[config.mk]
export PLATFORM = sky130hd
export DESIGN_NAME = gecko_fetch_predictor
export DESIGN_NICKNAME = d
export VERILOG_FILES = /design/src/gecko_pkg.sv /design/src/gecko_clear_fsm.sv /design/src/gecko_clear_counter.sv /design/src/gecko_target_table.sv /design/src/gecko_pattern_table.sv /design/src/gecko_fetch_predictor.sv
export SDC_FILE = /design/constraint.sdc
export NUM_CORES = 2
export LEC_CHECK = 0
export BUFFER_PORTS_ARGS = -buffer_cell sky130_fd_sc_hd__buf_2
export CAP_MARGIN = 40
export CORE_UTILIZATION = 35
export CTS_CLUSTER_SIZE = 30
export DETAILED_ROUTE_END_ITERATION = 8
export PLACE_DENSITY = 0.54
export SLEW_MARGIN = 20
export SYNTH_ARGS = -nofsm -noshare
export SYNTH_HDL_FRONTEND = slang
export SYNTH_SLANG_ARGS = --single-unit
[constraint.sdc]
create_clock -name clk -period 5.45 [get_ports clk]
set_input_delay 0.545 -clock clk [delete_from_list [all_inputs] [get_ports clk]]
set_output_delay 0.545 -clock clk [all_outputs]
set_load 0.1 [all_outputs]
[src/gecko_pkg.sv]
// shared widths, types and records of the fetch predictor; referenced by scoped names
package gecko_pkg;

    // address and table geometry
    localparam int PC_WIDTH = 32;
    localparam int TARGET_ADDR_WIDTH = 6;
    localparam int HISTORY_WIDTH = TARGET_ADDR_WIDTH;
    localparam int TAG_WIDTH = PC_WIDTH - TARGET_ADDR_WIDTH - 2;
    localparam int TABLE_DEPTH = 2 ** TARGET_ADDR_WIDTH;

    typedef logic [PC_WIDTH-1:0] pc_t;
    typedef logic [TARGET_ADDR_WIDTH-1:0] table_addr_t;
    typedef logic [TAG_WIDTH-1:0] tag_t;
    typedef logic [HISTORY_WIDTH-1:0] history_t;

    // 2-bit saturating counter, msb means taken
    typedef logic [1:0] counter_t;

    // weakly not taken
    localparam counter_t COUNTER_INIT = 2'b01;

    typedef enum logic {
        MODE_SIMPLE,
        MODE_GLOBAL
    } predictor_mode_t;

    typedef enum logic [1:0] {
        CLEAR_IDLE,
        CLEAR_SWEEP,
        CLEAR_DONE
    } clear_state_t;

    // resolved jump from execute
    typedef struct packed {
        pc_t current_pc;
        pc_t actual_next_pc;
        logic branched;
        logic jumped;
        logic mispredicted;
        counter_t history;
    } jump_command_t;

    // answer given to fetch in the lookup cycle
    typedef struct packed {
        logic valid;
        logic taken;
        pc_t target;
        counter_t history;
    } prediction_t;

endpackage

[src/gecko_clear_fsm.sv]
// sequences the post-reset table sweep and signals reset_done once both tables are clean
module gecko_clear_fsm (
    input  logic clk,
    input  logic rst,
    input  logic count_last,
    output logic clear_en,
    output logic count_en,
    output logic reset_done
);

    gecko_pkg::clear_state_t state, next_state;

    always_ff @(posedge clk) begin
        if (rst) begin
            state <= gecko_pkg::CLEAR_IDLE;
        end else begin
            state <= next_state;
        end
    end

    always_comb begin
        next_state = state;
        unique case (state)
            gecko_pkg::CLEAR_IDLE:  next_state = gecko_pkg::CLEAR_SWEEP;
            gecko_pkg::CLEAR_SWEEP: if (count_last) next_state = gecko_pkg::CLEAR_DONE;
            gecko_pkg::CLEAR_DONE:  next_state = gecko_pkg::CLEAR_DONE;
            default:                next_state = gecko_pkg::CLEAR_IDLE;
        endcase
    end

    // one table entry written per sweep cycle
    assign clear_en = (state == gecko_pkg::CLEAR_SWEEP);
    assign count_en = (state == gecko_pkg::CLEAR_SWEEP);

    // registered, so it rises one cycle after the state reaches done
    always_ff @(posedge clk) begin
        if (rst) begin
            reset_done <= 1'b0;
        end else begin
            reset_done <= (state == gecko_pkg::CLEAR_DONE);
        end
    end

endmodule

[src/gecko_clear_counter.sv]
// steps the sweep index over every table entry and flags the final one
module gecko_clear_counter (
    input  logic clk,
    input  logic rst,
    input  logic count_en,
    output gecko_pkg::table_addr_t clear_addr,
    output logic count_last
);

    localparam gecko_pkg::table_addr_t LAST_ADDR =
        gecko_pkg::table_addr_t'(gecko_pkg::TABLE_DEPTH - 1);

    always_ff @(posedge clk) begin
        if (rst) begin
            clear_addr <= '0;
        end else if (count_en) begin
            // wraps back to zero after the last entry
            clear_addr <= clear_addr + 1'b1;
        end
    end

    assign count_last = (clear_addr == LAST_ADDR);

endmodule

[src/gecko_target_table.sv]
// tagged branch target table, looked up combinationally from fetch and written by execute
module gecko_target_table (
    input  logic clk,
    input  gecko_pkg::pc_t pc,
    input  logic update_en,
    input  gecko_pkg::jump_command_t jump,
    input  logic clear_en,
    input  gecko_pkg::table_addr_t clear_addr,
    output logic hit,
    output gecko_pkg::pc_t target,
    output logic jump_entry
);

    typedef struct packed {
        logic valid;
        gecko_pkg::tag_t tag;
        gecko_pkg::pc_t target;
        logic jump_instruction;
    } target_entry_t;

    target_entry_t entries [gecko_pkg::TABLE_DEPTH];

    gecko_pkg::table_addr_t read_idx;
    gecko_pkg::tag_t read_tag;
    target_entry_t read_entry;

    gecko_pkg::table_addr_t write_idx;
    target_entry_t write_entry;

    // index from pc[7:2], tag from the bits above
    assign read_idx = pc[gecko_pkg::TARGET_ADDR_WIDTH+1:2];
    assign read_tag = pc[gecko_pkg::PC_WIDTH-1:gecko_pkg::TARGET_ADDR_WIDTH+2];
    assign read_entry = entries[read_idx];

    // no hits while the sweep is still running
    assign hit = read_entry.valid && (read_entry.tag == read_tag) && !clear_en;
    assign target = read_entry.target;
    assign jump_entry = read_entry.jump_instruction;

    assign write_idx = jump.current_pc[gecko_pkg::TARGET_ADDR_WIDTH+1:2];

    always_comb begin
        write_entry.valid = 1'b1;
        write_entry.tag = jump.current_pc[gecko_pkg::PC_WIDTH-1:gecko_pkg::TARGET_ADDR_WIDTH+2];
        write_entry.target = jump.actual_next_pc;
        write_entry.jump_instruction = jump.jumped;
    end

    // single write port, the sweep wins over an update
    always_ff @(posedge clk) begin
        if (clear_en) begin
            entries[clear_addr] <= '0;
        end else if (update_en) begin
            entries[write_idx] <= write_entry;
        end
    end

endmodule

[src/gecko_pattern_table.sv]
// saturating counter table with global history; index source picked by the mode input
module gecko_pattern_table (
    input  logic clk,
    input  logic rst,
    input  gecko_pkg::predictor_mode_t mode,
    input  gecko_pkg::pc_t pc,
    input  logic update_en,
    input  gecko_pkg::jump_command_t jump,
    input  logic clear_en,
    input  gecko_pkg::table_addr_t clear_addr,
    output gecko_pkg::counter_t counter
);

    gecko_pkg::counter_t counters [gecko_pkg::TABLE_DEPTH];

    gecko_pkg::history_t global_history;
    gecko_pkg::table_addr_t read_idx;
    gecko_pkg::table_addr_t write_idx;
    gecko_pkg::counter_t write_value;

    // step toward taken or not taken, holding at both ends
    function automatic gecko_pkg::counter_t next_counter(
        input gecko_pkg::counter_t value,
        input logic taken
    );
        gecko_pkg::counter_t result;
        result = value;
        if (taken && value != 2'b11) begin
            result = value + 2'b01;
        end else if (!taken && value != 2'b00) begin
            result = value - 2'b01;
        end
        return result;
    endfunction

    always_comb begin
        if (mode == gecko_pkg::MODE_GLOBAL) begin
            read_idx = global_history;
            write_idx = global_history;
        end else begin
            read_idx = pc[gecko_pkg::TARGET_ADDR_WIDTH+1:2];
            write_idx = jump.current_pc[gecko_pkg::TARGET_ADDR_WIDTH+1:2];
        end
    end

    assign counter = counters[read_idx];

    // based on the counter reported with the original prediction
    assign write_value = next_counter(jump.history, jump.branched);

    always_ff @(posedge clk) begin
        if (clear_en) begin
            counters[clear_addr] <= gecko_pkg::COUNTER_INIT;
        end else if (update_en) begin
            counters[write_idx] <= write_value;
        end
    end

    // newest outcome enters at bit 0
    always_ff @(posedge clk) begin
        if (rst) begin
            global_history <= '0;
        end else if (update_en) begin
            global_history <= {global_history[gecko_pkg::HISTORY_WIDTH-2:0], jump.branched};
        end
    end

endmodule

[src/gecko_fetch_predictor.sv]
// fetch-stage branch predictor top; same-cycle prediction for pc, trained by resolved jumps
module gecko_fetch_predictor (
    input  logic clk,
    input  logic rst,
    input  gecko_pkg::predictor_mode_t mode,
    input  gecko_pkg::pc_t pc,
    input  logic jump_valid,
    input  gecko_pkg::jump_command_t jump,
    output gecko_pkg::prediction_t prediction,
    output logic reset_done
);

    logic clear_en;
    logic count_en;
    logic count_last;
    gecko_pkg::table_addr_t clear_addr;

    logic update_en;
    logic hit;
    gecko_pkg::pc_t target;
    logic jump_entry;
    gecko_pkg::counter_t counter;

    gecko_clear_fsm clear_fsm_inst (
        .clk        (clk),
        .rst        (rst),
        .count_last (count_last),
        .clear_en   (clear_en),
        .count_en   (count_en),
        .reset_done (reset_done)
    );

    gecko_clear_counter clear_counter_inst (
        .clk        (clk),
        .rst        (rst),
        .count_en   (count_en),
        .clear_addr (clear_addr),
        .count_last (count_last)
    );

    // mispredicted jumps and anything before the sweep ends are dropped
    assign update_en = jump_valid && !jump.mispredicted && reset_done;

    gecko_target_table target_table_inst (
        .clk        (clk),
        .pc         (pc),
        .update_en  (update_en),
        .jump       (jump),
        .clear_en   (clear_en),
        .clear_addr (clear_addr),
        .hit        (hit),
        .target     (target),
        .jump_entry (jump_entry)
    );

    gecko_pattern_table pattern_table_inst (
        .clk        (clk),
        .rst        (rst),
        .mode       (mode),
        .pc         (pc),
        .update_en  (update_en),
        .jump       (jump),
        .clear_en   (clear_en),
        .clear_addr (clear_addr),
        .counter    (counter)
    );

    // unconditional jumps are always predicted taken
    assign prediction.valid = hit;
    assign prediction.taken = counter[1] || jump_entry;
    assign prediction.target = target;
    assign prediction.history = counter;

endmodule

**Yosys cells after proc, flatten, opt, wreduce, memory -nomap -nowiden**

Memories as Yosys holds them, arrays and structs flattened.
Cells that the tools add are included.

- Memories kept: 2
- Memory bits (writable): 3,840
- Memory bits (read-only): 0
- Bits of input ports: 105
- Flip-flop bits (word level): 15
- Bits in latches: 0

- Mux-type cells: 17
- Divide/modulo/power cells: 0
- Add/subtract/negate cells: 3
- Bitwise logic cells: 0
- $lt $le $gt $ge: 0
- Multipliers: 0
- Equal/unequal tests: 6
- Reduce and logical (&&, ||, !) cells: 14
- Shift-type cells: 0

Memories:

| name | depth | width | rd ports | clocked after Yosys merged registers in | wr ports | RTL line | RTL |
|---|---|---|---|---|---|---|---|
| target_table_inst.entries | 64 | 58 | 1 | 0 | 1 | gecko_target_table.sv:21 | `target_entry_t entries [gecko_pkg::TABLE_DEPTH];` |
| pattern_table_inst.counters | 64 | 2 | 1 | 0 | 1 | gecko_pattern_table.sv:14 | `gecko_pkg::counter_t counters [gecko_pkg::TABLE_DEPTH];` |

Operators by type and width:

| operator | count |
|---|---|
| 58-bit two-way mux | 1 |
| 58-bit OR reduction | 1 |
| 24-bit equality test | 1 |
| 6-bit two-way mux | 4 |
| 2-bit two-way mux | 4 |
| 1-bit two-way mux | 7 |
| 6-bit by 1-bit adder with 6-bit output, second input constant | 1 |
| 6-bit equality test, second input constant | 1 |
| 1-bit logical AND | 6 |
| 2-bit one-hot mux with 3 select lines | 1 |
| 2-bit inequality test, second input constant | 2 |
| 1-bit logical NOT | 3 |
| 2-bit by 1-bit adder with 2-bit output, second input constant | 1 |
| 2-bit by 1-bit equality test with 1-bit output, second input constant | 1 |
| 2-bit equality test, second input constant | 1 |
| 2-bit logical NOT | 1 |
| 2-bit nonzero test | 1 |
| 2-bit OR reduction | 1 |
| 2-bit by 1-bit subtractor with 2-bit output, second input constant | 1 |
| 1-bit logical OR | 1 |

**Logic depth before layout (Yosys ltp)**

- Depth in word-level cells: 8
- Mapped depth: 16

**Hierarchy**

Synthesis repeated with hierarchy kept, for this count alone.

- Cells, all modules: 6,550
- Area total of the unflattened synthesis: 149,230.6 um2

By module, submodules not included:

| module | cells an instance | area an instance (um2) | times used | sequential area each (um2) |
|---|---|---|---|---|
| gecko_target_table | 5,830 | 141,809.8 | 1 | 111,466.9 |
| gecko_pattern_table | 673 | 6,961.7 | 1 | 3,963.8 |
| gecko_clear_counter | 27 | 251.5 | 1 | 120.1 |
| gecko_clear_fsm | 17 | 185.2 | 1 | 60.1 |
| gecko_fetch_predictor | 3 | 22.5 | 1 | 0.0 |

**Worst setup path before layout**

No wires, ideal clock.

- Path kind: register to register
- Start: reg clear_fsm_inst.reset_done
- End: mem target_table_inst.entries[0][0] in the netlist's numbering, enable pin
- Slack: -87 ps
- Setup time: 474 ps
- Path buffers: 2
- Cell stages (with the launch flop): 10
- Data required time: 4,976 ps
- Data arrival time: 5,062 ps
- Path through: dfxtp_1 -> nand3b_1 -> clkbuf_1 -> nand2b_1 -> clkbuf_1 -> inv_1 -> mux2i_1 -> nand2b_1 -> nand2b_1 -> nor2_1

- Longest elaborated chain between the ends: 6
- Elaborated cells on any way between the ends: 7
- Those cells by class: mux: 5; reduce/logical: 2

RTL lines:

| item | RTL line | RTL |
|---|---|---|
| start: declaration | gecko_clear_fsm.sv:8 | `output logic reset_done` |
| start signal: assignment | gecko_clear_fsm.sv:40 | `reset_done <= (state == gecko_pkg::CLEAR_DONE);` |
| 1-bit logical AND * | gecko_fetch_predictor.sv:42 | `assign update_en = jump_valid && !jump.mispredicted && reset_done;` |
| 1-bit two-way mux * | gecko_target_table.sv:53 | `end else if (update_en) begin` |
| 1-bit two-way mux * | gecko_target_table.sv:51 | `if (clear_en) begin` |
| 1-bit two-way mux (not written as such) * | gecko_target_table.sv:54 | `entries[write_idx] <= write_entry;` |
| 58-bit OR reduction (no source line) | n/a |  |
| 6-bit two-way mux (no source line) or 1-bit two-way mux (tied branches) | n/a |  |
| end: declaration | gecko_target_table.sv:21 |  |

Mark *: on every way between the ends. The rest lies on a longest branch, timed or not.

==> results.tsv <==
stage	metric	value	unit
run_status	status	complete, but fails checks	
run_status	failing checks	DRC	
logic_synthesis	EDFF count, synth	3840	
power_and_ir_drop	total power divided by cell area	361	nW/um^2
logic_synthesis	simple-gate portion of the synthesized area	1.84	%
timing	final hold vios	0	
route	vias post-DR	74200	
layout	design area	174000	sq um
logic_synthesis	XOR/XNOR Fraction of Synth Area	0.182	%
cts	CTS Buffer Depth	4	
floorplanning	starting density of the core	35.2	%
placement	Area after DPL	161000	sq um
logic_synthesis	mux share of post-synthesis cell area	17.7	%
layout	number of fill cells	36900	
cts	CTS tree	done	
worst_setup_path	Setup crit end kind	output pin	
placement	port bufs	137	
cts	htree depth	5	
route	Initial DRT Pass Iterations	8	
floorplanning	die area	429000	sq um
global_routing	initial antenna violation count	40	
timing	Tmin final	5230	ps
timing	slew of the pin with the lowest slew margin	908	ps
flow_run	# Max-Cap Violations	0	
timing	Final Max Tran Viols	0	
cts	CTS buffer count	403	
logic_synthesis	Async SR Flop Fraction	0	%
route	routed length per instance	35.5	um
placement	post-placement cell count	12200	
logic_synthesis	Cell variety after synth	78	
min_path	Hold WC Path Type	input pin to register	
route	post-route ant nets	0	
logic_synthesis	register area share after synthesis	77.5	%
logic_synthesis	Avg Inst Size Synth	23.4	sq um
logic_synthesis	FF+latch count, synth	3855	
logic_synthesis	Post-Syn Area	149000	sq um
timing	Max Freq	191	MHz
worst_setup_path	CP max FO	21	
logic_synthesis	Post-Synth Adder-Cell Area	0.0587	%
power_and_ir_drop	Peak VDD IR	0.317	mV
worst_setup_path	critical path type	input pin to output pin	
timing	Rel. slew slack	39.3	%
timing	final worst path period share	96.0	%
logic_synthesis	Syn Inst Count	6378	
layout	layout cell share with drive strength beyond 1	30.7	%
cts	CTS sink count	3855	
cts	Post-CTS Setup Bufs	0	
worst_setup_path	Worst Setup Start Kind	input pin	
floorplanning	die span in x	655	um
route	DRT Wirelength	461	mm
logic_synthesis	synth warn	0	
layout	final non-filler cell total	13000	
cts	Worst-Skew Late Latency	980	ps
global_routing	number of global-route vias before repair	74200	
route	initial DRC count	9397	
global_routing	all-layer global routing usage	21.2	%
layout	Syn-to-layout area delta	16.5	%
logic_synthesis	Most used DFF post-synth	edfxtp_1	
layout	final core occ	41.0	%
floorplanning	Core Rows	239	
power_and_ir_drop	LEAKAGE	60.5	nW
logic_synthesis	largest family of logic cells by synthesized area	multiplexers	
logic_synthesis	syn_nets	6490	
floorplanning	io pins	142	
cts	clk root buf	clkbuf_16	
route	number of vias per cell	5.73	
worst_setup_path	Required @ worst endpoint	4910	ps
placement	HPWL Detailed	239	mm
global_routing	Remaining Overflow, GRT	0	
global_routing	largest net degree at the start of global routing	104	
placement	GP Congestion	0.792	
timing	Final setup viols	0	
timing	Clock Skews	54.9	ps
global_routing	first-pass GRT wire length	624	mm
floorplanning	Floorplan Core Area	424000	sq um
cts	Worst-path clk slew	60	ps
floorplanning	Die Y	655	um
timing	RSZ-0062 raised after global routing	false	
logic_synthesis	Synth Area in Compound Gates	1.33	%
timing	TNS Setup	0	ps
worst_setup_path	CP arrival	4690	ps
layout	final net count	7072	
route	DRC violations left	8	
## registers in the layout (all words and copies together) (netlist names)
signal / flops
target_table_inst.entries: 3712
clear_fsm_inst.reset_done: 1
pattern_table_inst.global_history: 6
clear_fsm_inst.state: 2
clear_counter_inst.clear_addr: 6
pattern_table_inst.counters: 128
## per-layer routing
metal / track usage (%) / share of wire, %
met1: 29.5 / 41
met2: 35.0 / 49
met3: 2.87 / 7.2
met4: 5.78 / 2.8
met5: 0 / 0.0052
## area by class of cell
cell class                 instances  area [sq um]  area share (%)
timing repair buffer             514          6290            3.62
multi-input combinational       2175         32100            18.5
tap                             5663          7090            4.08
clock buffer                     494         10500            6.05
inverter                          11          58.8          0.0338
antenna                           13          32.5          0.0187
sequential                      3855        116000            66.5
clock inverter                   240          2160            1.24
## layout by cell type (no fill, tap or decap), types with 40 or more instances in the layout
cell type	Yosys	layout
mux4_1	41	41
buf_2	106	124
clkinv_1	0	113
and2_2	1	56
buf_4	30	175
a21oi_1	42	42
edfxtp_1	3840	3840
nor2_1	197	132
clkbuf_16	0	407
mux2i_1	196	193
nand2_1	120	120
clkinv_2	0	61
buf_12	10	191
clkbuf_1	115	87
nor2_4	0	65
mux4_2	1026	1026
nand3_1	40	40
## power breakdown
group          internal [W]  total, W  switching [W]  leakage, nW
logic               0.00122   0.00345        0.00224         13.4
clock network        0.0152    0.0267         0.0115         6.17
registers            0.0326    0.0327      0.0000657         40.9
## repair_timing
item,in CTS,in global routing
resized for setup,2,1
hold buffers,3,0
endpoints found under the setup margin,1,1
endpoints found under the hold margin,15,0
## worst max-delay path, stage by stage
cell and delay (ps):
buf_4 400, nand2_1 420, nor2_1 740, buf_4 280, a41oi_1 110, o211ai_1 230, nor3_1 120, xor2_1 460
and4_1 260, nand4_1 240, nor4_1 380, buf_4 230, buf_12 180
## cells by family (layout without fill, tap and decap cells)
logic type,after synthesis,after routing
AOI/OAI and AO/OA,284,284
buffers and inverters,348,1259
and+or+nand+nor,567,567
other,0,13
muxes,1286,1286
adders and majority gates,7,7
DFF,3855,3855
xor gates and xnor gates,31,31
## synth_stat cells, types with 30 or more instances
cell / n / area, sq um
a211oi_1: 31 / 233
buf_4: 30 / 225
mux4_1: 41 / 1080
nor2_1: 197 / 739
mux4_2: 1026 / 23100
o22ai_1: 33 / 206
nand2_1: 120 / 450
and2_1: 73 / 457
clkbuf_1: 115 / 432
buf_6: 41 / 462
a21oi_1: 42 / 210
a22oi_1: 34 / 255
mux2i_1: 196 / 1960
nand3_1: 40 / 200
edfxtp_1: 3840 / 115000
buf_2: 106 / 531
## final timing paths
kind	start	endpoint	slack (ps)	cells past startpoint
max	pc[6]	prediction[35]	220	13
min	jump[13]	target_table_inst.entries[1][9]	90	2
min reg2reg	pattern_table_inst.global_history[5]	pattern_table_inst.global_history[5]	550	2
max reg2reg	clear_fsm_inst.reset_done	target_table_inst.entries[48][30]	1000	8
## stage by stage
stage	hold slack (ps)	worst slack, ps	power (W)
after CTS	15.8	39.8	0.0633
after global placement	508	171	0.0367
after floorplan	486	-86.6	0.0354
final	85.6	216	0.0628
after detailed placement	521	233	0.0368
after global routing	68.9	82.3	0.0645
(Power assumes the default switching activity.)
